**src/hw/gf64_ep_pkg.sv**
```systemverilog
// ---------------------------------------------------------------------
// Shared constants for the GF64 external-product MAC
// Field is 2^64 - 2^32 + 1, every value kept canonical
// GLWE_K_P1 must be a power of two (key row addressing relies on it)
// ---------------------------------------------------------------------
`default_nettype none

package gf64_ep_pkg;

  // Field
  localparam int COEF_W = 64;
  localparam logic [COEF_W-1:0] GF64_P = 64'hFFFF_FFFF_0000_0001;

  // Line geometry
  localparam int GLWE_K_P1 = 2;
  localparam int PBS_L     = 2;
  localparam int ELT_NB    = GLWE_K_P1 * PBS_L;
  localparam int ELT_W     = 2;
  localparam int COL_W     = 1;

  // Multiplier pipeline depth
  localparam int MULT_LAT = 2;

  // ---------------------------------------------------------------------
  // APB register map
  // ---------------------------------------------------------------------
  localparam int APB_AW = 8;
  localparam int APB_DW = 32;

  // Key words, low half first, 2 words per key
  localparam logic [APB_AW-1:0] KEY_BASE = 8'h00;
  localparam int KEY_WORDS = 2 * ELT_NB * GLWE_K_P1;
  localparam int KEY_IDX_W = 4;

  // Bit 0 sticky length error (W1C), bit 1 busy
  localparam logic [APB_AW-1:0] STATUS_ADDR = 8'h40;

  // Sequencer FSM
  typedef enum logic [1:0] {
    SEQ_IDLE,
    SEQ_LINE,
    SEQ_DRAIN
  } seq_state_e;

  // Decoded APB access
  typedef enum logic [1:0] {
    APB_OP_NONE,
    APB_OP_RD,
    APB_OP_WR
  } apb_op_e;

endpackage

`default_nettype wire

```
**src/hw/gf64_key_regs.sv**
```systemverilog
// ---------------------------------------------------------------------
// APB slave holding the key matrix and the status register
// No wait states, pslverr on any unmapped address
// Keys may only change while the stream is idle
// Key row read is combinational
// ---------------------------------------------------------------------
`timescale 1ns/10ps
`default_nettype none

module gf64_key_regs (
  input  logic                              clk,
  input  logic                              s_rst_n,
  // APB
  input  logic                              psel_i,
  input  logic                              penable_i,
  input  logic                              pwrite_i,
  input  logic [gf64_ep_pkg::APB_AW-1:0]    paddr_i,
  input  logic [gf64_ep_pkg::APB_DW-1:0]    pwdata_i,
  output logic [gf64_ep_pkg::APB_DW-1:0]    prdata_o,
  output logic                              pready_o,
  output logic                              pslverr_o,
  // Datapath row read
  input  logic [gf64_ep_pkg::ELT_W-1:0]     row_i,
  output logic [gf64_ep_pkg::GLWE_K_P1-1:0][gf64_ep_pkg::COEF_W-1:0] key_row_o,
  // Status
  input  logic                              len_err_i,
  input  logic                              busy_i,
  output logic                              error_o
);
  import gf64_ep_pkg::*;

  logic [APB_DW-1:0]    key_mem [KEY_WORDS];
  apb_op_e              apb_op;
  logic [APB_AW-1:0]    key_off;
  logic                 key_hit;
  logic                 status_hit;
  logic [KEY_IDX_W-1:0] row_base;
  logic                 err_q;

  // ---------------------------------------------------------------------
  // Access decode
  // ---------------------------------------------------------------------
  // Only the access phase counts
  always_comb begin
    if (psel_i && penable_i) begin
      apb_op = pwrite_i ? APB_OP_WR : APB_OP_RD;
    end else begin
      apb_op = APB_OP_NONE;
    end
  end

  // Below KEY_BASE wraps to a large offset, so it misses too
  assign key_off    = paddr_i - KEY_BASE;
  assign key_hit    = key_off < APB_AW'(KEY_WORDS * 4);
  assign status_hit = paddr_i == STATUS_ADDR;

  assign pready_o  = 1'b1;
  assign pslverr_o = (apb_op != APB_OP_NONE) && !(key_hit || status_hit);

  // Read mux
  always_comb begin
    if (status_hit) begin
      prdata_o = {{(APB_DW - 2){1'b0}}, busy_i, err_q};
    end else if (key_hit) begin
      prdata_o = key_mem[key_off[KEY_IDX_W+1:2]];
    end else begin
      prdata_o = '0;
    end
  end

  // Key storage
  always_ff @(posedge clk) begin
    if (apb_op == APB_OP_WR && key_hit) begin
      key_mem[key_off[KEY_IDX_W+1:2]] <= pwdata_i;
    end
  end

  // Sticky error, a new error wins over the clear
  always_ff @(posedge clk) begin
    if (!s_rst_n) begin
      err_q <= 1'b0;
    end else if (len_err_i) begin
      err_q <= 1'b1;
    end else if (apb_op == APB_OP_WR && status_hit && pwdata_i[0]) begin
      err_q <= 1'b0;
    end
  end

  assign error_o = err_q;

  // ---------------------------------------------------------------------
  // Row read, 2*GLWE_K_P1 words per row
  // ---------------------------------------------------------------------
  assign row_base = {row_i, {(COL_W + 1){1'b0}}};

  always_comb begin
    for (int c = 0; c < GLWE_K_P1; c++) begin
      key_row_o[c] = {key_mem[row_base + KEY_IDX_W'(2 * c + 1)],
                      key_mem[row_base + KEY_IDX_W'(2 * c)]};
    end
  end

endmodule

`default_nettype wire

```
**config.mk**
```make
export PLATFORM = sky130hd
export DESIGN_NAME = gf64_key_regs
export DESIGN_NICKNAME = d
export VERILOG_FILES = /design/src/hw/gf64_ep_pkg.sv /design/src/hw/gf64_key_regs.sv
export SDC_FILE = /design/constraint.sdc
export NUM_CORES = 1
export LEC_CHECK = 0
export ABC_AREA = 1
export BUFFER_PORTS_ARGS = -buffer_cell sky130_fd_sc_hd__buf_2
export CAP_MARGIN = 40
export CELL_PAD_IN_SITES_DETAIL_PLACEMENT = 1
export CELL_PAD_IN_SITES_GLOBAL_PLACEMENT = 2
export CORE_MARGIN = 1.5
export CORE_UTILIZATION = 35
export CTS_CLUSTER_SIZE = 30
export DETAILED_ROUTE_END_ITERATION = 8
export PLACE_DENSITY = 0.76
export RECOVER_POWER = 25
export SYNTH_ARGS = -nofsm -noshare
export SYNTH_HDL_FRONTEND = slang
export SYNTH_SLANG_ARGS = --single-unit
```
**constraint.sdc**
```tcl
create_clock -name clk -period 2.45 [get_ports clk]
set_input_delay 0.1225 -clock clk [delete_from_list [all_inputs] [get_ports clk]]
set_output_delay 0.1225 -clock clk [all_outputs]
set_load 0.005 [all_outputs]
```
; ---- Word level (Yosys, flattened, before mapping)
; Memories as Yosys holds them, arrays and structs flattened.
; Index checks and enable logic that the tools add are counted.
; Widths: inputs -> output; s select.
[totals]
ram_bits = 512
memories = 1
register_bits = 1
inputBits = 49
[classes]
n_reduce_logical = 9
muxes = 8
add_sub_neg = 3
eq_ne = 2
n_lt_le_gt_ge = 1
[mem_list]
columns = memory, words, word_bits, read_ports, rd_clocked_by_memory_dff, write_ports, line
row1 = key_mem, 16, 32, 5, 0, 1, gf64_key_regs.sv:32  ; logic [APB_DW-1:0] key_mem [KEY_WORDS];
[op_table]
columns = operator, count
row1 = $mux 32, 2
row2 = $add 4x2->4 const B, 2
row3 = $eq 8x7->1 const B, 1
row4 = $lt 8x7->1 const B, 1
row5 = $logic_and 1x1->1, 5
row6 = $add 4x1->4 const B, 1
row7 = $mux 1, 4
row8 = $mux 2, 2
row9 = $reduce_bool 2->1, 2
row10 = $eq 2x2->1 const B, 1
row11 = $logic_not 1->1, 1
row12 = $logic_or 1x1->1, 1

; ---- Logic depth before layout (Yosys ltp)
[logic_depth]
ltp_word = 7
mapped_depth = 11
depth_no_buf = 9

; ---- Worst setup path after synthesis
; Ideal clock, no wire load.
[synth_timing]
path_kind = input -> register
startpoint = in paddr_i[7] (netlist name)
endpoint = mem key_mem[0][0], enable pin
stages = 5
setup_slack_ns = -0.211
setup_time_ns = 0.421
required_ns = 2.029
t_arrival_ns = 2.240
cell_sequence = nor2_1 -> inv_1 -> nor3b_1 -> nand2_1 -> nor2_1
[synth_via]
elab_chain_cells = 4
[synth_lines]
columns = item, line
row1 = from (decl), gf64_key_regs.sv:17  ; input logic [gf64_ep_pkg::APB_AW-1:0] paddr_i,
row2 = $lt 8x7->1, gf64_key_regs.sv:54  ; assign key_hit = key_off < APB_AW'(KEY_WORDS * 4);
row3 = $logic_and 1x1->1, gf64_key_regs.sv:73  ; if (apb_op == APB_OP_WR && key_hit) begin
row4 = $mux 1, gf64_key_regs.sv:73
row5 = $mux 1 (implied by the code), gf64_key_regs.sv:74  ; key_mem[key_off[KEY_IDX_W+1:2]] <= pwdata_i;
row6 = to (decl), gf64_key_regs.sv:32
; No other way between the ends.

==> results.json <==
{
  "grt_pass1_vias": 19984,
  "postSynthCellCount": 2362,
  "synth_fp_nets": 2411,
  "layout.cells.most_common": "nand2_1",
  "synth_cell_type_count": 23,
  "grt_pass1_wl_um": 132000,
  "drv_slew": 0,
  "finalCriticalPeriod_ns": 2.02,
  "diodes": 0,
  "root_buffer": "clkbuf_16",
  "num_rows": 94,
  "route.met3.wl_um": 5470,
  "die_x_um": 262,
  "dp_cells": 3356,
  "cts.path.max_buffers": 3,
  "fp.dieH_um": 262,
  "clk_pin_slew_worst_paths_ns": 0.06,
  "drt-wirelength-per-cell_um": 25.8,
  "status": "complete, but fails checks",
  "finalSetupViolations": 0,
  "ioPinCount": 212,
  "final_cell_mix": "753 x nand2_1, 512 x edfxtp_1, 317 x nor2_1, 263 x o21ai_0, 187 x buf_2",
  "grt_max_degree": 111,
  "tritoncts": "yes",
  "drive_gt1_frac": 0.148,
  "critical_path_class": "flip-flop to output port",
  "ir_drop_v": 0.000591,
  "antenna_found_initial": 4,
  "rsz0062_at_grt": "no",
  "initial_utilization": 0.355,
  "power_leakage_nw": 10.4,
  "finalCritPeriodShare": 0.824,
  "yosys_warnings": 0,
  "dr_total_vias": 19436,
  "drt-met1-wl_um": 39500,
  "firstDrtPassIters": 7,
  "fin_worst_skew_ns": 0,
  "place.gp.congestion": 0.838,
  "dr_wl_met2_um": 42500,
  "syn_area_per_cell_um2": 9.92,
  "insertion_delay_ns": 0.61,
  "nets": 2634,
  "yosysSeqAreaShare": 0.657,
  "drtAntennaViolNets": 0,
  "total_power_mw": 20.6,
  "crit_required_ns": 2.33,
  "grtUsageTotal": 0.262,
  "fillers": 7345,
  "stdcell_count": 3498,
  "crit_path_max_fanout": 2,
  "fmax_mhz": 496,
  "cap_violations": 0,
  "dieArea_um2": 68500,
  "violations": "design-rule violations",
  "power_density_nw_per_um2": 727,
  "syn_area_um2": 23400,
  "cts_buffers": 57,
  "cts_setup_buffers": 0,
  "end_kind": "output port",
  "post-route-util": 0.431,
  "finalHoldViolCount": 0,
  "cts.htree.levels": 2,
  "syn2layout_area_growth_pct": 21.3,
  "ys_ff_latch": 513,
  "slew_headroom": 0.427,
  "port_buffers": 210,
  "drt_iter0_drc": 1676,
  "worstPathArrival_ns": 1.90,
  "finalWirelength_um": 90200,
  "route.detailed.drc": 9,
  "tightest_slew_ns": 0.859,
  "clock_sinks": 513,
  "dp_hpwl_um": 56500,
  "crit_path_start_kind": "flip-flop",
  "coreArea_um2": 66000,
  "avgViaCountPerCell": 5.56,
  "min_path_type": "input pin to flip-flop",
  "grt_overflow": 0,
  "routed.top_layer": "met5"
}
==> path summary, 6_finish.rpt <==
path	from	end	slack [ns]	cells past startpoint
setup reg to reg	error_o$_SDFFE_PN0P_	error_o$_SDFFE_PN0P_	1.23	3
hold / removal	paddr_i[4]	key_mem[12][28]$_DFFE_PP_	0.24	4
hold reg to reg	error_o$_SDFFE_PN0P_	error_o$_SDFFE_PN0P_	1.08	3
setup / recovery	key_mem[5][17]$_DFFE_PP_	prdata_o[17]	0.43	7
==> report_power, final <==
part | leakage, nW | switching [mW] | internal, mW
Combinational | 4.78 | 1.23 | 0.532
Clock | 0.965 | 3.70 | 5.50
Sequential | 4.61 | 0.0110 | 9.67
Total | 10.4 | 4.94 | 15.7
==> final cells by class <==
type	count	area, um^2	area share
flip-flops and latches	513	15400	0.542
multi-input cells	1668	7380	0.260
repair buffers	327	2480	0.0872
clock buffers	65	1480	0.0520
well taps	864	1080	0.0381
clock inverters	43	526	0.0185
inverters	18	76.3	0.00269
==> critical path, stage by stage, from the launching register on <==
cell and delay [ns]:
edfxtp_1 0.42, nand2_1 0.08, a21oi_1 0.08, o21ai_1 0.13, nand2_1 0.06, nor2_1 0.19
nor2_1 0.13, buf_2 0.19
==> per-stage QoR <==
| step | TNS [ns] | instance area [um^2] | setup WS [ns] | hold WS (ns) |
|---|---|---|---|---|
| after floorplan | -108.02 | 23400 | -0.211 | 0.221 |
| after global placement | 0 | 26100 | 0.172 | 0.374 |
| after detailed placement | 0 | 26100 | 0.142 | 0.396 |
| after CTS | 0 | 28400 | 0.403 | 0.207 |
| after global routing | 0 | 28400 | 0.290 | 0.245 |
| final | 0 | 28400 | 0.432 | 0.240 |
==> routing by layer <==
metal,track usage,vias up
met5,0,-
met4,0.0880,6
met3,0.0345,155
met2,0.429,666
met1,0.359,9907
li1,-,8702
==> Yosys cell counts (all sizes together) <==
master | count | share of area
o21ai | 323 | 0.069
nand3 | 1 | 0.00021
nor3 | 1 | 0.00021
o22ai | 126 | 0.034
inv | 17 | 0.0027
clkinv | 1 | 0.00016
a21boi | 1 | 0.00032
conb | 1 | 0.00016
a21oi | 62 | 0.013
buf | 74 | 0.017
dfxtp | 1 | 0.00085
nand4 | 61 | 0.016
edfxtp | 512 | 0.66
nor3b | 1 | 0.00032
nor2 | 338 | 0.055
clkbuf | 89 | 0.014
nand2 | 753 | 0.12
==> flip-flops by register name (all words and copies together), names as in the netlist <==
signal and count:
key_mem 512, error_o 1
==> cells by family after synthesis <==
group           share of synthesized area
simple gates                        0.193
other cells                      0.000160
flops                               0.657
compound gates                      0.116
buf+inv                            0.0339
==> what timing repair did <==
item                                   in CTS  in global routing
endpoints found under the hold margin     513                  0
hold buffers                               34                  0
gates resized for setup                     0                  0
Note: power is estimated with default switching activity, not from simulation.
