<file path="config.mk">
export PLATFORM = sky130hd
export DESIGN_NAME = ep_seq_fsm
export DESIGN_NICKNAME = d
export VERILOG_FILES = /design/src/hw/gf64_ep_pkg.sv /design/src/hw/ep_seq_fsm.sv
export SDC_FILE = /design/constraint.sdc
export NUM_CORES = 1
export LEC_CHECK = 0
export ABC_AREA = 1
export BUFFER_PORTS_ARGS = -buffer_cell sky130_fd_sc_hd__buf_2
export CAP_MARGIN = 25
export CORE_AREA = 2 2 86 88
export DETAILED_ROUTE_END_ITERATION = 16
export DIE_AREA = 0 0 88 90
export GPL_TIMING_DRIVEN = 0
export PLACE_DENSITY = 0.83
export RECOVER_POWER = 100
export SYNTH_ARGS = -nofsm -noshare
export SYNTH_HDL_FRONTEND = slang
export SYNTH_SLANG_ARGS = --single-unit
</file>
<file path="constraint.sdc">
create_clock -name clk -period 5.86 [get_ports clk]
set_input_delay 0.879 -clock clk [delete_from_list [all_inputs] [get_ports clk]]
set_output_delay 0.879 -clock clk [all_outputs]
set_load 0.1 [all_outputs]
</file>
<file path="src/hw/gf64_ep_pkg.sv">
// ---------------------------------------------------------------------
// Shared constants for the GF64 external-product MAC
// Field is 2^64 - 2^32 + 1, every value kept canonical
// GLWE_K_P1 must be a power of two (key row addressing relies on it)
// ---------------------------------------------------------------------
`default_nettype none

package gf64_ep_pkg;

  // Field
  localparam int COEF_W = 64;
  localparam logic [COEF_W-1:0] GF64_P = 64'hFFFF_FFFF_0000_0001;

  // Line geometry
  localparam int GLWE_K_P1 = 2;
  localparam int PBS_L     = 2;
  localparam int ELT_NB    = GLWE_K_P1 * PBS_L;
  localparam int ELT_W     = 2;
  localparam int COL_W     = 1;

  // Multiplier pipeline depth
  localparam int MULT_LAT = 2;

  // ---------------------------------------------------------------------
  // APB register map
  // ---------------------------------------------------------------------
  localparam int APB_AW = 8;
  localparam int APB_DW = 32;

  // Key words, low half first, 2 words per key
  localparam logic [APB_AW-1:0] KEY_BASE = 8'h00;
  localparam int KEY_WORDS = 2 * ELT_NB * GLWE_K_P1;
  localparam int KEY_IDX_W = 4;

  // Bit 0 sticky length error (W1C), bit 1 busy
  localparam logic [APB_AW-1:0] STATUS_ADDR = 8'h40;

  // Sequencer FSM
  typedef enum logic [1:0] {
    SEQ_IDLE,
    SEQ_LINE,
    SEQ_DRAIN
  } seq_state_e;

  // Decoded APB access
  typedef enum logic [1:0] {
    APB_OP_NONE,
    APB_OP_RD,
    APB_OP_WR
  } apb_op_e;

endpackage

`default_nettype wire

</file>
<file path="src/hw/ep_seq_fsm.sv">
// ---------------------------------------------------------------------
// Output sequencer
// Sends the held column sums one per cycle, column 0 first
// Assumes a line is longer than the drain, so no sum_vld while draining
// ---------------------------------------------------------------------
`timescale 1ns/10ps
`default_nettype none

module ep_seq_fsm (
  input  logic                           clk,
  input  logic                           s_rst_n,
  input  logic                           in_avail_i,
  input  logic                           in_eol_i,
  input  logic                           sum_vld_i,
  input  logic [gf64_ep_pkg::GLWE_K_P1-1:0][gf64_ep_pkg::COEF_W-1:0] sums_i,
  output logic                           busy_o,
  output logic [gf64_ep_pkg::COEF_W-1:0] out_data_o,
  output logic                           out_avail_o,
  output logic                           out_sol_o,
  output logic                           out_eol_o
);
  import gf64_ep_pkg::*;

  seq_state_e        state_q;
  seq_state_e        state_d;
  logic [COL_W-1:0]  col_q;
  logic              open_q;
  logic [MULT_LAT:0] tail_q;
  logic              pending;
  logic              send;
  logic              last_col;

  // ---------------------------------------------------------------------
  // Line tracking
  // ---------------------------------------------------------------------
  // Open line, or an eol still travelling through mult and acc
  assign pending = open_q || in_avail_i || (|tail_q);

  always_ff @(posedge clk) begin
    if (!s_rst_n) begin
      open_q <= 1'b0;
      tail_q <= '0;
    end else begin
      tail_q <= {tail_q[MULT_LAT-1:0], in_avail_i && in_eol_i};
      if (in_avail_i) begin
        open_q <= !in_eol_i;
      end
    end
  end

  // ---------------------------------------------------------------------
  // FSM
  // ---------------------------------------------------------------------
  assign last_col = col_q == COL_W'(GLWE_K_P1 - 1);
  // Column 0 goes out on the sum_vld cycle itself
  assign send     = (state_q == SEQ_LINE && sum_vld_i) || state_q == SEQ_DRAIN;

  always_comb begin
    state_d = state_q;
    case (state_q)
      SEQ_IDLE:  if (in_avail_i) state_d = SEQ_LINE;
      SEQ_LINE:  if (sum_vld_i) state_d = SEQ_DRAIN;
      SEQ_DRAIN: if (last_col) state_d = pending ? SEQ_LINE : SEQ_IDLE;
      default:   state_d = SEQ_IDLE;
    endcase
  end

  always_ff @(posedge clk) begin
    if (!s_rst_n) begin
      state_q     <= SEQ_IDLE;
      col_q       <= '0;
      out_avail_o <= 1'b0;
      out_sol_o   <= 1'b0;
      out_eol_o   <= 1'b0;
    end else begin
      state_q     <= state_d;
      out_avail_o <= send;
      out_sol_o   <= send && (col_q == '0);
      out_eol_o   <= send && last_col;
      if (send) begin
        col_q <= last_col ? '0 : col_q + 1'b1;
      end
    end
  end

  // Output data
  always_ff @(posedge clk) begin
    if (send) begin
      out_data_o <= sums_i[col_q];
    end
  end

  assign busy_o = state_q != SEQ_IDLE;

endmodule

`default_nettype wire

</file>
* Word-level counts from Yosys, hierarchy flattened
Cells that the tools add are included.
Operators by class: add/sub/neg operators 1, order comparisons 1, eq/ne operators 5, mux-type cells 8, bitwise logic cells 1, reduce and logical (&&, ||, !) cells 12
Operators by type and width (number):
- $mux W64 | 2
- $mux W2 | 3
- $ne A2 B2 Y1 const B | 3
- $pmux W2 S3 | 1
- $logic_and A1 B1 Y1 | 4
- $logic_or A1 B1 Y1 | 3
- $reduce_and A3 Y1 | 1
- $reduce_or A3 Y1 | 1
- $eq A2 B1 Y1 const B | 1
- $eq A2 B2 Y1 const B | 1
- $logic_not A2 Y1 | 1
- $lt A1 B2 Y1 const B | 1
- $mux W1 | 2
- $reduce_bool A2 Y1 | 1
- $add A1 B1 Y1 const B | 1
- $logic_not A1 Y1 | 1
- $not A1 Y1 | 1
Word-level totals: register bits 74, output and inout port bits 68, word-level logic and storage cells 36

* Depth between registers and ports, before layout
Gate-level depths: netlist of the first run.
depth in word-level cells 5, depth in mapped cells 5

* Worst setup path before layout of the first run
No wires, ideal clock.
path type in2reg, start point in sum_vld_i, end point reg out_eol_o, arrival 2758 ps, path slack 3028 ps, stages 4, buffers on the path 0, path through nand3_1 > nand2_1 > nand2_1 > nor2_1
Between the ends: longest elaborated chain between the ends 3
Ends and longest elaborated chain:
- start, declared | RTL line ep_seq_fsm.sv:14 | input logic sum_vld_i,
- $logic_and A1 B1 Y1 | RTL line ep_seq_fsm.sv:56 | assign send = (state_q == SEQ_LINE && sum_vld_i) || state_q == SEQ_DRAIN;
- $logic_or A1 B1 Y1 | RTL line ep_seq_fsm.sv:56
- named net send | RTL line ep_seq_fsm.sv:30 | logic send;
- $logic_and A1 B1 Y1 | RTL line ep_seq_fsm.sv:79 | out_eol_o <= send && last_col;
- end signal, assigned | RTL line ep_seq_fsm.sv:79
- end, declared | RTL line ep_seq_fsm.sv:20 | output logic out_eol_o
The timed path passes the listed nets, and every way through them passes these cells. A chain may end at the register's enable or synchronous reset.

* Final worst setup path of the first run
Same ends and word-level chain as after synthesis.

==> run_results.csv, run 1 <==
group,metric,value,unit
synth,avgSynthCellArea,9.76,sq um
synth,synth_top_area_share,62.7,%
floorplanning,die_area,7920,sq um
synth,synth_area_leader_cell,"edfxtp_1",
floorplanning,core_area,7020,sq um
drt,via_per_inst,4.50,
synth,synth_area,3070,sq um
power,p_leak,2.03,nW
finish,antennaDiodeCount,0,
clock_tree,post-cts-setup-buffer-count,0,
clock_tree,cts_tree,"built",
synth,yosys.cell_count.top_type,"nand2_1",
timing,relSlewSlack,-85.5,%
worst_hold_path,hold_start,"tail_q[0]",
drt,wl,7.96,mm
synth,ys_ff_latch,74,
synth,synth-edff-count,64,
global_routing,grt_max_degree,67,
clock_tree,clock-sinks,74,
synth,synth_seq_area_share,69.2,%
synth,async_flop_share,0,%
worst_setup_path,critPathKind,"input pin to register",
worst_setup_path,worstSetupEndpointType,"register",
worst_setup_path,cp-start-kind,"input pin",
timing,rsz0062_at_grt,"false",
timing,drv_slew,67,
worst_setup_path,worstPathArrival,3.65,ns
timing,fmax,294,MHz
timing,fin_crit_sh,58.0,%
global_routing,antenna_found_initial,0,
global_routing,grt_pass1_vias,2588,
global_routing,grtUsageTotal,19.3,%
global_routing,overflow,0,
global_routing,grt_pass1_wl,11.7,mm
drt,drtPass1Iterations,4,
floorplanning,start_util,43.7,%
clock_tree,path_clk_slew,0.07,ns
drt,ant_nets,0,
timing,hold_violations,0,
drt,drtIter0Drc,116,
timing,finalSetupViolCount,0,
timing,finClkSkew,0.00739,ns
finish,drive_above_1_share,28.1,%
synth,synth.distinct_cells,13,
finish,nNetsFinal,658,
worst_setup_path,reg2reg_setup_slack,2.72,ns
worst_hold_path,hold_path.class,"register to register",
place,gp_congestion,0.803,
synth,yosysWarnings,0,
synth,ys_top_cells_by_count,"202 x nand2_1, 64 x edfxtp_1, 11 x buf_2",
drt,wire_per_inst,12.7,um
floorplanning,die_h,90,um
place,port_buffers,200,
timing,period_needed,3.40,ns
clock_tree,ctsResizeCount,0,
timing,fin_tns_setup,0,ns
clock_tree,cts_max_level,3,
clock_tree,numCtsBuffers,9,
worst_setup_path,r2r-start,"state_q[1]",
synth,synth_ff_type,"edfxtp_1",
drt,drc,0,
clock_tree,worstSkewPairLatency,0.33,ns
power,power.density,364,nW/um^2
worst_setup_path,startpoint,"sum_vld_i",
floorplanning,fp-row-count,31,
power,p_total,1.54,mW
power,ir_worst_vdd,0.172,mV
clock_tree,cts_hold_buf,0,
place,hpwl,5.86,mm
clock_tree,cts-root-buf,"clkbuf_8",
floorplanning,ios,201,
clock_tree,clock_path_buffers,2,
synth,syn_inst,314,
timing,worst_pin_slew,2.78,ns
synth,syn_nets,447,
synth,synth.area.top_cells,"edfxtp_1 63%, nand2_1 25%, dfxtp_1 6.5%",
run_status,status,"finished with violations",
floorplanning,die_x,88,um
worst_setup_path,path_max_fanout,66,
drt,vias,2828,
run,cap_violations,1,
run_status,violations,"max-capacitance violations, max-slew violations",
worst_setup_path,worstPathRequired,6.11,ns
finish,area_growth,38.3,%
-- logic make-up after synthesis --
logic type	count (synthesis)	synth area share, %
DFF	74	69.2
and+or+nand+nor	216	26.9
buffers and inverters	21	3.39
AOI/OAI and AO/OA	3	0.490
-- sequential cells by signal, indices dropped and copies added (netlist names) --
name         cells
out_data_o      64
tail_q           3
state_q          2
col_q            1
open_q           1
out_avail_o      1
out_eol_o        1
out_sol_o        1
-- routing by layer --
| metal | share of wire (%) | global-route usage (%) |
|---|---|---|
| met2 | 53 | 35.4 |
| met4 | 0.82 | 6.41 |
| met5 | 0 | 0 |
| met1 | 40 | 21.2 |
| met3 | 6.9 | 4.78 |
-- critical path, cell delays in order --
cell and delay (ns):
clkbuf_1 0.10, nand3_1 0.12, nand2_1 1.99, nand2_1 0.34
nor2_1 0.20
-- cell type report --
| cell class | instances | area, sq um |
|---|---|---|
| clock buffers | 11 | 131 |
| multi-input cells | 219 | 840 |
| repair buffers | 200 | 912 |
| flip-flops and latches | 74 | 2120 |
| plain buffers | 14 | 63.8 |
| fillers | 647 | 2780 |
| clock inverters | 5 | 21.3 |
| well taps | 99 | 124 |
| inverters | 7 | 26.3 |
-- per-stage QoR --
stage | util [%] | worst slack, ns | cells | area, sq um | hold WS, ns
global route | 60.4 | 2.21 | 629 | 4240 | 0.461
global placement | 59.7 | 2.27 | 613 | 4190 | 0.413
CTS | 62.0 | 3.71 | 629 | 4350 | 0.433
finish | 60.4 | 2.46 | 629 | 4240 | 0.429
floorplan | - | 3.03 | 314 | 3070 | 0.407
detailed placement | 59.8 | 3.58 | 613 | 4200 | 0.422
-- worst paths after layout --
| kind | end | depth (start not counted) |
|---|---|---|
| worst max-delay path | out_eol_o | 5 |
| worst min-delay path | tail_q[1] | 2 |
| worst max register to register | out_eol_o | 5 |
| worst min register to register | tail_q[1] | 2 |
-- placed cells by master, fill, tap and decap left out --
| master | instances |
|---|---|
| clkbuf_8 | 9 |
| dfxtp_1 | 10 |
| clkinv_1 | 3 |
| edfxtp_1 | 64 |
| inv_2 | 2 |
| nand3_1 | 5 |
| nand2_1 | 202 |
| a21oi_1 | 3 |
| buf_4 | 1 |
| clkbuf_1 | 80 |
| inv_1 | 5 |
| nand3b_1 | 2 |
| nor2_1 | 7 |
| clkinv_2 | 2 |
| buf_2 | 135 |
-- power breakdown --
part           switching (mW)  leakage, nW  internal, mW
logic                   0.467         1.28        0.0840
clock network           0.174       0.0796         0.148
registers              0.0148        0.675         0.654
No activity file was read; power rests on OpenSTA's default activity.
==> run 2, diff against run 1 <==
CORE_AREA = 2 2 93 95   (was 2 2 86 88)
DIE_AREA = 0 0 95 97   (was 0 0 88 90)
PLACE_DENSITY = 0.75   (was 0.83)
clock period = 2.9 ns   (was 5.86 ns; I/O delays follow)
==> run_results.csv, run 2 (same netlist as run 1, synthesis figures left out) <==
group,metric,value,unit
floorplanning,fp-row-count,33,
timing,rsz0062_at_grt,"false",
timing,drv_slew,0,
worst_setup_path,worstSetupEndpointType,"output pin",
worst_setup_path,path_max_fanout,5,
finish,largest_reg_flops,64,
place,gp_congestion,0.779,
drt,drc,0,
drt,ant_nets,0,
place,dpl.cell_count,619,
worst_setup_path,r2r-start,"state_q[1]",
place,hpwl,5.72,mm
power,p_total,3.39,mW
finish,final_util,53.4,%
global_routing,grt_max_degree,67,
floorplanning,ios,201,
worst_setup_path,cp-start-kind,"register",
clock_tree,numCtsBuffers,9,
clock_tree,ctsResizeCount,0,
timing,worst_pin_slew,1.22,ns
clock_tree,path_clk_slew,0.08,ns
power,power.density,782,nW/um^2
timing,period_needed,2.16,ns
finish,layout_commonest_cell,"nand2_1",
power,p_leak,2.08,nW
finish,final_cell_area,4340,sq um
drt,vias,2787,
clock_tree,cts-root-buf,"clkbuf_8",
place,dp_slack,1.07,ns
drt,wire_per_inst,12.1,um
floorplanning,die_x,95,um
timing,finalSetupViolCount,0,
run,cap_violations,0,
worst_setup_path,worstPathRequired,2.47,ns
place,placement.cell_area,4210,sq um
worst_hold_path,hold_path_depth,3,
clock_tree,cts_tree,"built",
place,port_buffers,200,
worst_setup_path,crit_path_end,"busy_o",
timing,hold_violations,0,
finish,nNetsFinal,658,
drt,drtPass1Iterations,4,
drt,via_per_inst,4.39,
clock_tree,cts_max_level,3,
run_status,status,"finished, final reports clean",
drt,drtIter0Drc,76,
timing,relSlewSlack,19.3,%
worst_hold_path,hold_path.class,"input pin to register",
finish,top_regs,"out_data_o: 64 flops, tail_q: 3 flops, state_q: 2 flops",
global_routing,overflow,0,
finish,seq_area,2120,sq um
clock_tree,post-cts-setup-buffer-count,0,
clock_tree,worstSkewPairLatency,0.34,ns
timing,fin_crit_sh,74.4,%
finish,drive_above_1_share,29.1,%
finish,final_cell_mix,"201 x nand2_1, 137 x buf_2, 78 x clkbuf_1, 64 x edfxtp_1, 10 x dfxtp_1",
global_routing,antenna_found_initial,0,
clock_tree,cts_hold_buf,0,
global_routing,grtUsageTotal,16.6,%
floorplanning,die_h,97,um
floorplanning,core_area,8130,sq um
worst_setup_path,r2r-end,"out_sol_o",
finish,multi_input_area,847,sq um
timing,finClkSkew,0.0106,ns
global_routing,grt_pass1_wl,11.8,mm
finish,fillCellCount,817,
global_routing,grt_pass1_vias,2694,
finish,area_growth,41.6,%
worst_setup_path,reg2reg_setup_slack,1.20,ns
timing,whs,0.356,ns
worst_setup_path,startpoint,"state_q[1]",
floorplanning,start_util,37.7,%
finish,final_cells,635,
finish,largest_register,"out_data_o",
finish,antennaDiodeCount,0,
timing,setup_ws,0.742,ns
worst_setup_path,critPathKind,"register to output pin",
drt,wl,7.69,mm
worst_setup_path,worstPathArrival,1.72,ns
clock_tree,clock_path_buffers,2,
floorplanning,die_area,9220,sq um
clock_tree,clock-sinks,74,
timing,fin_tns_setup,0,ns
worst_hold_path,hold_start,"sums_i[56]",
worst_setup_path,reg2reg_depth,5,
power,ir_worst_vdd,0.456,mV
timing,fmax,463,MHz
-- run 2: report_power, final --
| part | internal [mW] | switching (mW) |
|---|---|---|
| Clock | 0.573 | 0.369 |
| Sequential | 1.31 | 0.0281 |
| Combinational | 0.170 | 0.941 |
| Total | 2.05 | 1.34 |
-- run 2: worst min-delay path by stage --
stage / to
global route: out_data_o[4]
floorplan: tail_q[1]
detailed placement: tail_q[2]
CTS: tail_q[0]
finish: out_data_o[56]
global placement: tail_q[1]
-- run 2: worst max-delay path, cell delays in order (launching register included) --
cell and delay (ns):
dfxtp_1 0.35, inv_1 0.10, nand2_1 0.07, clkbuf_1 0.87
-- run 2: metal layers --
metal,track usage (%),share of wire [%],wire [um]
met5,0,0,0
met1,17.2,38,2960
met3,4.36,9.1,701
met4,8.25,2.6,201
met2,30.0,50,3830
-- run 2: cell type report --
type,count,share of cell area [%]
flip-flops and latches,74,48.9
repair buffers,200,21.1
multi-input cells,219,19.5
clock buffers,11,3.03
well taps,105,3.03
clock inverters,5,2.39
plain buffers,14,1.47
inverters,7,0.605
