**config.mk**
```make
export PLATFORM = sky130hd
export DESIGN_NAME = ep_coef_counter
export DESIGN_NICKNAME = d
export VERILOG_FILES = /design/src/hw/gf64_ep_pkg.sv /design/src/hw/ep_coef_counter.sv
export SDC_FILE = /design/constraint.sdc
export NUM_CORES = 1
export LEC_CHECK = 0
export BUFFER_PORTS_ARGS = -buffer_cell sky130_fd_sc_hd__buf_2
export CAP_MARGIN = 5
export CORE_AREA = 2 2 39 41
export CTS_BUF_LIST = sky130_fd_sc_hd__clkbuf_8
export CTS_CLUSTER_SIZE = 14
export DETAILED_ROUTE_END_ITERATION = 12
export DIE_AREA = 0 0 41 43
export SETUP_SLACK_MARGIN = 0.4
export SYNTH_ARGS = -nofsm -noshare
export SYNTH_HDL_FRONTEND = slang
export SYNTH_SLANG_ARGS = --single-unit
```
**constraint.sdc**
```tcl
create_clock -name clk -period 3.45 [get_ports clk]
set_clock_uncertainty 0.2 [all_clocks]
set_input_delay 0.69 -clock clk [delete_from_list [all_inputs] [get_ports clk]]
set_output_delay 0.69 -clock clk [all_outputs]
set_load 0.01 [all_outputs]
```
**src/hw/gf64_ep_pkg.sv**
```systemverilog
// ---------------------------------------------------------------------
// Shared constants for the GF64 external-product MAC
// Field is 2^64 - 2^32 + 1, every value kept canonical
// GLWE_K_P1 must be a power of two (key row addressing relies on it)
// ---------------------------------------------------------------------
`default_nettype none

package gf64_ep_pkg;

  // Field
  localparam int COEF_W = 64;
  localparam logic [COEF_W-1:0] GF64_P = 64'hFFFF_FFFF_0000_0001;

  // Line geometry
  localparam int GLWE_K_P1 = 2;
  localparam int PBS_L     = 2;
  localparam int ELT_NB    = GLWE_K_P1 * PBS_L;
  localparam int ELT_W     = 2;
  localparam int COL_W     = 1;

  // Multiplier pipeline depth
  localparam int MULT_LAT = 2;

  // ---------------------------------------------------------------------
  // APB register map
  // ---------------------------------------------------------------------
  localparam int APB_AW = 8;
  localparam int APB_DW = 32;

  // Key words, low half first, 2 words per key
  localparam logic [APB_AW-1:0] KEY_BASE = 8'h00;
  localparam int KEY_WORDS = 2 * ELT_NB * GLWE_K_P1;
  localparam int KEY_IDX_W = 4;

  // Bit 0 sticky length error (W1C), bit 1 busy
  localparam logic [APB_AW-1:0] STATUS_ADDR = 8'h40;

  // Sequencer FSM
  typedef enum logic [1:0] {
    SEQ_IDLE,
    SEQ_LINE,
    SEQ_DRAIN
  } seq_state_e;

  // Decoded APB access
  typedef enum logic [1:0] {
    APB_OP_NONE,
    APB_OP_RD,
    APB_OP_WR
  } apb_op_e;

endpackage

`default_nettype wire

```
**src/hw/ep_coef_counter.sv**
```systemverilog
// ---------------------------------------------------------------------
// Coefficient index inside a line
// coef_idx_o is valid in the same cycle as the coefficient
// len_err_o pulses one cycle after the faulty sol or eol
// ---------------------------------------------------------------------
`timescale 1ns/10ps
`default_nettype none

module ep_coef_counter (
  input  logic                           clk,
  input  logic                           s_rst_n,
  input  logic                           avail_i,
  input  logic                           sol_i,
  input  logic                           eol_i,
  output logic [gf64_ep_pkg::ELT_W-1:0]  coef_idx_o,
  output logic                           len_err_o
);
  import gf64_ep_pkg::*;

  logic [ELT_W-1:0] cnt_q;
  logic             open_q;
  logic             bad_eol;
  logic             bad_sol;

  // sol forces index 0 for the current coefficient
  assign coef_idx_o = sol_i ? '0 : cnt_q;

  assign bad_eol = eol_i && (coef_idx_o != ELT_W'(ELT_NB - 1));
  assign bad_sol = sol_i && open_q;

  always_ff @(posedge clk) begin
    if (!s_rst_n) begin
      cnt_q     <= '0;
      open_q    <= 1'b0;
      len_err_o <= 1'b0;
    end else begin
      len_err_o <= avail_i && (bad_eol || bad_sol);
      if (avail_i) begin
        cnt_q  <= coef_idx_o + 1'b1;
        open_q <= !eol_i;
      end
    end
  end

endmodule

`default_nettype wire

```
# ---- Word level (Yosys, flattened, before mapping)
# Index checks and enable logic that the tools add are counted.
# Widths: inputs -> output; s select.
dict set report op_classes {
  n_addsub 1
  n_eq_ne 1
  mux 1
  reduce_logical 5
}
# op n
set ops {}
lappend ops {{$logic_and 1x1->1} 3}
lappend ops {{$add 2x1->2 const B} 1}
lappend ops {{$mux 2} 1}
lappend ops {{$ne 2x2->1 const B} 1}
lappend ops {{$logic_not 1->1} 1}
lappend ops {{$logic_or 1x1->1} 1}
dict set report totals {
  register_bits 4
  inputBits 5
  output_inout_bits 3
  elab_cells 11
}

# ---- Logic depth before layout (Yosys ltp)
# Gate-level depths: netlist of run 1.
dict set report logic_depth {
  depth_word 5
  mapped_depth 4
  ltp_nobuf 4
}

# ---- Worst setup path before layout of run 1
# Ideal clock, no wire load.
dict set report synth_timing {
  kind {input to output}
  startpoint {in sol_i}
  endpoint {out coef_idx_o[0] in the netlist's numbering}
  t_arrival_ns 0.934
  path_slack_ns 1.626
  path_stages 1
  n_path_buf 0
  cell_sequence {nor2b_1}
}
dict set report synth_between {
  elab_chain_len 1
}
# item line
set synth_rtl {}
lappend synth_rtl {{start, declared} ep_coef_counter.sv:13} ;# input logic sol_i,
lappend synth_rtl {{$mux 2} ep_coef_counter.sv:26} ;# assign coef_idx_o = sol_i ? '0 : cnt_q;
lappend synth_rtl {{end, declared} ep_coef_counter.sv:15} ;# output logic [gf64_ep_pkg::ELT_W-1:0] coef_idx_o,
# No other way between the ends.

# ---- Worst setup path after layout of run 1
# Ends and elaborated chain as after synthesis.

==> run summary, run 1 <==
The total area inside the core boundary comes to 0.00138 mm^2. At the end of the flow, the number of nets in the layout was 35. Measured along the x axis, the die boundary spans 41 um. The logs give 164 um^2 for the post-synth design cell area and 7.2% for the relative contribution of combinational cells to total power.

The total power after layout is 0.000159 W, and the number of diodes is 0. The aggregate routed wire length was 319 um; the reported max-cap violation count was 0. The most numerous cell type found on the critical path is sky130_fd_sc_hd__buf_2.

Counting flops and latches in the post-synthesis netlist gives 4. The largest stage delay on the critical path is 0.19 ns. The number of gates resized after cts came out at 0.

The flow ran to the end, and the final reports show no timing, DRC or antenna violations. At the worst endpoint, the required time is 2.56 ns. Global routing consumed, on the met1 layer, 4.49% of the routing resources. Of all cell types, the one taking the most synthesized area is sky130_fd_sc_hd__dfxtp_1.

Of the total power, the clock network draws 61.0%. Cells fill 18.8% of the core in the end. The routed length per placed instance was 7.42 um; the final weighted congestion of routability-driven global placement was 0.523. The kind of launch point of the worst setup path was an input port. The logs give 2 for the iteration count of the initial detailed-routing pass and 152 for the number of inserted filler cells in the final layout.

Based on the critical path, the design can be clocked at up to 489 MHz. Each instance of the synthesized netlist takes up on average 9.64 um^2. Ranked by total cell area, the synthesized netlist is headed by sky130_fd_sc_hd__dfxtp_1 (49%), sky130_fd_sc_hd__nor2b_1 (11%), sky130_fd_sc_hd__ha_1 (7.6%). The worst setup path is captured at an output port.

The netlist uses 9 different library cells. The proportion of layout cells with a drive suffix above 1 was 37.0%; the area added between synthesis and finish was 58.8%. The buffers plus inverters on the worst setup path came out at 2.

STA puts the critical path data arrival time at 1.16 ns. Summed over all cells, the static leakage comes to 0.132 nW. The run gives 5.12% as the overall global routing resource usage. The initial utilization of the core area, before any placement, comes to 11.8%.

After clock tree synthesis, the setup repair step added 0 buffers. Counting every sink on the clock net gives 4. The count of pins on the block boundary was 8.

After clock tree synthesis, the clock-pin slew on the worst setup and hold paths is 0.03 ns. The number of hold buffers added after CTS was 0; the met2 track demand over resource was 4.06%. After the first detailed-routing iteration, the DRC count stood at 4. Via-per-instance ratio: 3.56.

The tree is rooted in a sky130_fd_sc_hd__clkbuf_8. The total nets after synthesis is 23. The worst-case headroom to the max-slew limit was 86.7%.

For this run, the number of Yosys warnings is 0. Across the VDD grid, the largest voltage drop is 0.0000790 V. The global-route wire length before repair came out at 448 um. The number of antenna violations at the first check in global routing came out at 0. The run gives 3 as the total CTS buffers. Broken down by cell family, the worst path's largest delay share belongs to buffers and inverters.

Of the total power, registers draw 31.7%. The tools report the die area as 0.00176 mm^2. The critical setup path kind is input port to output port. After global routing the overflow that remains totals 0. The synthesized instance count came out at 17. Entering global routing, the biggest net connects 7 pins. Of the total power, the share spent switching nets is 18.5%. For the final routed database, the setup TNS stands at 0 ns. The total of buffers placed on input and output ports is 7. The area fraction of the dominant cell type after synthesis was 48.9%. The power per cell area is 609 mW/mm^2.

The tools report the post-place setup slack as 1.40 ns. The run gives 0 as the number of hold violations in the final report. Via count of the first global-routing pass: 122.

Setup repair after global routing left no endpoint under its margin. The run gives 0 as the number of design rule violations left after detail routing. At the pin with the least slew margin, the transition time is 0.199 ns. Final critical-path share of the clock period: 59.3%. TritonCTS built the clock tree. Shortest clock period the worst path allows after layout: 2.05 ns.

The number of antenna-violating nets in the routed design is 0. For this block, the via count after detailed routing is 153. The clock passes through at most 2 buffers.

For the internal power of the cells, the log shows 0.000129 W. The met3 usage in global routing is 6.28%. The critical path goes through buf_2, nor2b_1, buf_2. Along the worst path, the maximum fanout reaches 3. Most used routing layer in global routing: met4. The number of slew-limit violations in the final report was 0. H-tree level count: 1.

The slowest stage of the critical path is the sky130_fd_sc_hd__nor2b_1 cell. The share of synthesized area occupied by flip-flops and latches is 48.9%. The type of the tightest min-delay check was flop to flop. The floorplan has 14 rows. The clock reaches the later pin of the worst-skew pair after 0.21 ns. For this design the total switching power over the nets is 0.0000293 W. Setup slack on the critical path of the routed design comes to 1.40 ns.

For the total of endpoints with negative setup slack in the final report, the log shows 0. In this run the vertical extent of the chip is 43 um.
==> layer usage <==
layer / wire length (um) / part of all wire, % / vias to the layer above
met5: 0 / 0 / -
met4: 8 / 2.5 / 0
met3: 51 / 16 / 2
met2: 122 / 38 / 9
met1: 137 / 43 / 64
li1: - / - / 78
==> worst min-delay path, cell delays in order (launching register included) <==
cell and delay [ns]:
sky130_fd_sc_hd__dfxtp_1 0.30, sky130_fd_sc_hd__nand2_1 0.05, sky130_fd_sc_hd__a21oi_1 0.05
==> cells by family after synthesis <==
kind of cell             after synthesis  synth area share (%)
AO/OA/AOI/OAI                          4                  15.3
adder cells (fa/ha/maj)                1                  7.63
flip-flops                             4                  48.9
multiplexers                           1                  6.11
AND/OR/NAND/NOR                        7                  22.1
==> cell usage in the layout, fill, tap and decap left out <==
cell                       n
sky130_fd_sc_hd__a21oi_1   2
sky130_fd_sc_hd__dfxtp_1   4
sky130_fd_sc_hd__nor2b_1   3
sky130_fd_sc_hd__mux2i_1   1
sky130_fd_sc_hd__nand2_1   3
sky130_fd_sc_hd__clkbuf_8  3
sky130_fd_sc_hd__ha_1      1
sky130_fd_sc_hd__buf_2     7
sky130_fd_sc_hd__o21ai_0   1
sky130_fd_sc_hd__nand2b_1  1
sky130_fd_sc_hd__o211a_1   1
==> per-stage QoR <==
stage               cells  instance area [um^2]  hold slack, ns
detailed placement     40                   219           0.251
global route           43                   260           0.283
CTS                    43                   260           0.255
global placement       40                   219           0.242
floorplan              17                   164           0.232
finish                 43                   260           0.249
==> layout make-up <==
class / instances / area (um^2) / share of cell area, %
Multi-Input combinational cell: 13 / 83.8 / 32.2
Sequential cell: 4 / 80.1 / 30.8
Clock buffer: 3 / 41.3 / 15.9
Timing Repair Buffer: 7 / 35.0 / 13.5
Tap cell: 16 / 20.0 / 7.69
==> sequential cells by signal, summed over array words and instances (netlist names) <==
name and count:
open_q 1, cnt_q 2, len_err_o 1
==> power groups by stage <==
stage | registers (W) | clock network [W] | logic, W
2_1_floorplan | 0.0000511 | 0 | 0.00000548
3_3_place_gp | 0.0000508 | 0 | 0.0000114
3_5_place_dp | 0.0000509 | 0 | 0.0000116
4_1_cts | 0.0000503 | 0.000100 | 0.0000117
5_1_grt | 0.0000505 | 0.000103 | 0.0000134
6_report | 0.0000503 | 0.0000968 | 0.0000115
==> synth_stat cells (all sizes together) <==
master	n
ha	1
o21ai	1
mux2i	1
dfxtp	4
nor2b	3
o211a	1
nand2	3
a21oi	2
nand2b	1
==> final timing paths <==
path,start,to,slack [ns],cells after the start
worst max-delay path,sol_i,coef_idx_o[0],1.40,3
worst min-delay path,open_q,len_err_o,0.25,2
worst max register to register,cnt_q[0],cnt_q[1],2.16,4
worst min register to register,open_q,len_err_o,0.25,2
No activity file was read; power rests on OpenSTA's default activity.
==> inputs of run 2 (changes only) <==
ABC_AREA = 1   (was not set)
clock period = 1.8 ns   (was 3.45 ns; I/O delays follow)
==> run 2 against run 1 <==
  * Synthesized area increased by 6.9%
  * Sequential power increased by 94%
  * Clock power increased by 92%
  * Combinational power increased by 130%
  * Highest routed layer is now met3
  * Critical path depth unchanged
  * Core utilization increased by 0.99 points
  * Critical endpoint is now coef_idx_o[1]
==> run summary, run 2 <==
The run finished with clean final reports. The total nets after synthesis was 32; the largest stage delay on the critical path was 0.31 ns. Entering global routing, the biggest net connects 7 pins. Summed over its instances, the top area cell type makes up 45.7% of the synthesized netlist area. The tools report the via count of the first global-routing pass as 146. Clock-pin slew was measured on the worst setup and hold paths at 0.03 ns. Of the available clock period, the critical path in the final layout requires 75.0%. 0 antenna diodes ended up in the layout. For this run, the leading register cell type out of synthesis is sky130_fd_sc_hd__dfxtp_1. For the count of warnings emitted by yosys, the log shows 0. The worst setup path is launched from a flop. The count of pins on the block boundary was 8. The data arrival time of the critical path came out at 0.79 ns. The power per cell area works out to 1130 mW/mm^2.

The shortest clock period the worst path allows after layout is 1.35 ns, and the largest vdd supply drop is 0.000616 V. Setup repair after global routing left no endpoint under its margin. The run gives 1 as the H-tree level count. Once placement finished, the instance area stood at 230 um^2. The worst-path cell with the longest stage delay was sky130_fd_sc_hd__dfxtp_1. In this run the vertical extent of the chip is 43 um. The largest registers in the layout are cnt_q x2, len_err_o x1, open_q x1. After routing the design area is 274 um^2. Share of synthesized registers carrying an async set or reset: 0%.

The register with the most flip-flops in the layout has 2 of them. The cell area that synthesis handed to floorplanning was 175 um^2. For this block, the initial DRC count from the detailed router was 14. After detailed routing, the total wire length is 363 um.

The kind of end point of the critical path was an output port. The cell family contributing the most delay on the critical path is flip-flops. In the post-synthesis netlist, the cell with the most instances is sky130_fd_sc_hd__nor2_1.

The top cell types in the final layout, fill and taps aside, are sky130_fd_sc_hd__buf_2 (7), sky130_fd_sc_hd__nand2_1 (6), sky130_fd_sc_hd__nor2_1 (6), sky130_fd_sc_hd__inv_1 (4), sky130_fd_sc_hd__dfxtp_1 (4). Type of the tightest min-delay check: input port to flop. Once the floorplan was initialized, standard cells occupied 12.7% of the core. The internal power of the cells is 0.000249 W, and the synthesized area per cell is 6.74 um^2. The first global-routing pass estimated 634 um of wire. After the flow finishes, the layout carries non-filler instances totaling 52.

Combinational logic is responsible for 8.7% of the overall power. Number of enable-type register cells in the synthesized netlist: 0. The initialized floorplan defines 14 standard-cell rows.

For the total of endpoints with negative setup slack in the final report, the log shows 0. After detailed routing, the number of remaining DRC violations is 0. The transition time at the pin with the least slew margin works out to 0.137 ns. The signal on the critical path passes through inv_1, nor2_2, buf_2. Total power for the finished layout comes to 0.000310 W.

In the final layout, the share of cells above drive strength 1 is 33.3%. The reported max-cap violation count was 0. Leaving out fill and tap cells, the most frequent cell in the layout is sky130_fd_sc_hd__buf_2.

The number of inserted filler cells in the final layout is 157, and the synthesis-stage register bit count is 4. The die area is 0.00176 mm^2, and the routed length per placed instance is 6.98 um. The clock sink count is 4, and the count of nets after finishing is 44. Total placed cells including tap cells: 49.

The unique cell type count in the Yosys netlist was 8. TritonCTS built the clock tree. Largest register by flop count: cnt_q. Of the synthesized area, sequential elements account for 45.7%. The number of slew-limit violations in the final report is 0. Number of antenna violations at the first check in global routing: 0. By startpoint and endpoint, the worst setup path is classified as flop to output port.

The width of the chip works out to 41 um. The total of buffers placed on input and output ports works out to 7. The overall global routing resource usage was 6.22%. The clock network is responsible for 59.9% of the overall power. The buffers plus inverters on the worst setup path came out at 2. Yosys attributes the largest share of cell area to sky130_fd_sc_hd__dfxtp_1 (46%), sky130_fd_sc_hd__nor2_1 (15%), sky130_fd_sc_hd__nand2_1 (13%). The tools report the placeable core area as 0.00138 mm^2. The sequential power share is 31.4%.

The final setup TNS was 0 ns; the switching share of power was 19.7%. The number of hold violations in the final report is 0, and the leakage power summed over all cells is 0.149 nW. Summed over all layers, the global routing overflow is 0. Hold repair after CTS inserted 0 buffers. For the worst setup path, the data required time is 1.24 ns. In the routed layout, each cell is associated on average with a via count of 3.50. The final weighted congestion of routability-driven global placement came out at 0.658. Counting along the longest clock path gives a buffer depth of 2. Worst-case headroom to the max-slew limit: 90.7%. The library cell used as clock root buffer is sky130_fd_sc_hd__clkbuf_8.

The highest net fanout along the worst path works out to 2. Relative to the synthesized area, the layout overhead comes to 56.4%. The tools report the number of vias after detailed routing as 182.

Once layout is complete, the utilization of the core stands at 19.8%. Based on the critical path, the design can be clocked at up to 740 MHz. The wire-length estimate of the detail-placed layout is 284 um.

For the reported net switching power, the log shows 0.0000612 W. The total CTS buffers was 3. After synthesis, the most frequently instantiated cells are sky130_fd_sc_hd__nor2_1 (7), sky130_fd_sc_hd__nand2_1 (6), sky130_fd_sc_hd__inv_1 (5), sky130_fd_sc_hd__dfxtp_1 (4). The largest area contributor in the synthesized netlist was sky130_fd_sc_hd__dfxtp_1.

The first detailed-routing pass took 3 iterations. The count of nets left with antenna violations once routing finished came out at 0. The clock reaches the later pin of the worst-skew pair after 0.21 ns. The synthesized instance count came out at 26.
run 2: cell count changes after synthesis:
cell	change
sky130_fd_sc_hd__o21ai_1	+1
sky130_fd_sc_hd__nand2b_1	-1
sky130_fd_sc_hd__inv_1	+5
sky130_fd_sc_hd__o211a_1	-1
sky130_fd_sc_hd__a21oi_1	-1
sky130_fd_sc_hd__nand2_1	+3
sky130_fd_sc_hd__mux2i_1	-1
sky130_fd_sc_hd__nor2_1	+7
sky130_fd_sc_hd__nor2b_1	-3
run 2: worst paths after layout:
path / from / end / slack [ns] / cells past startpoint
max reg2reg: cnt_q[0] / cnt_q[1] / 0.65 / 5
max: cnt_q[1] / coef_idx_o[1] / 0.45 / 3
min reg2reg: open_q / len_err_o / 0.26 / 2
min: eol_i / open_q / 0.20 / 4
run 2: cell type report:
| cell class | instances | area, um^2 | share of cell area, % |
|---|---|---|---|
| repair buffers | 7 | 35.0 | 12.8 |
| clock buffers | 3 | 41.3 | 15.1 |
| well taps | 16 | 20.0 | 7.31 |
| inverters | 5 | 18.8 | 6.85 |
| multi-input cells | 17 | 78.8 | 28.8 |
| flip-flops and latches | 4 | 80.1 | 29.2 |
run 2: power by group through the flow:
stage	Sequential (W)	Combinational, W	Clock (W)
4_1_cts	0.0000975	0.0000262	0.000195
5_1_grt	0.0000980	0.0000314	0.000204
2_1_floorplan	0.0000990	0.0000136	0
3_3_place_gp	0.0000988	0.0000259	0
6_report	0.0000976	0.0000269	0.000186
3_5_place_dp	0.0000987	0.0000261	0
run 2: stage by stage:
stage | worst slack, ns | hold WS (ns)
after global routing | 0.406 | 0.212
after detailed placement | 0.447 | 0.252
final | 0.449 | 0.203
after floorplan | 0.506 | 0.232
after CTS | 0.403 | 0.198
after global placement | 0.448 | 0.246
run 2: kinds of logic after synthesis:
logic type	share of synthesized area, %
compound gates	8.56
fa+ha+maj	7.14
buf+inv	10.7
flops	45.7
simple gates	27.9
run 2: worst register-to-register path: cells and delay by family, from the launching register on:
kind / cells / cell delay [ns]
flops: 1 / 0.30
fa+ha+maj: 1 / 0.26
simple gates: 3 / 0.24
buf+inv: 1 / 0.05
run 2: metal layers:
layer,track usage (%),part of all wire [%],wire (um)
met3,9.42,13,46
met5,0,0,0
met4,2.00,0,0
met2,5.31,33,121
met1,7.72,53,194
run 2: repair_timing:
| item | 4_1_cts | 5_1_grt |
|---|---|---|
| endpoints found under the setup margin | 0 | 2 |
| setup buffers | 0 | 0 |
| gates resized for setup | 0 | 2 |
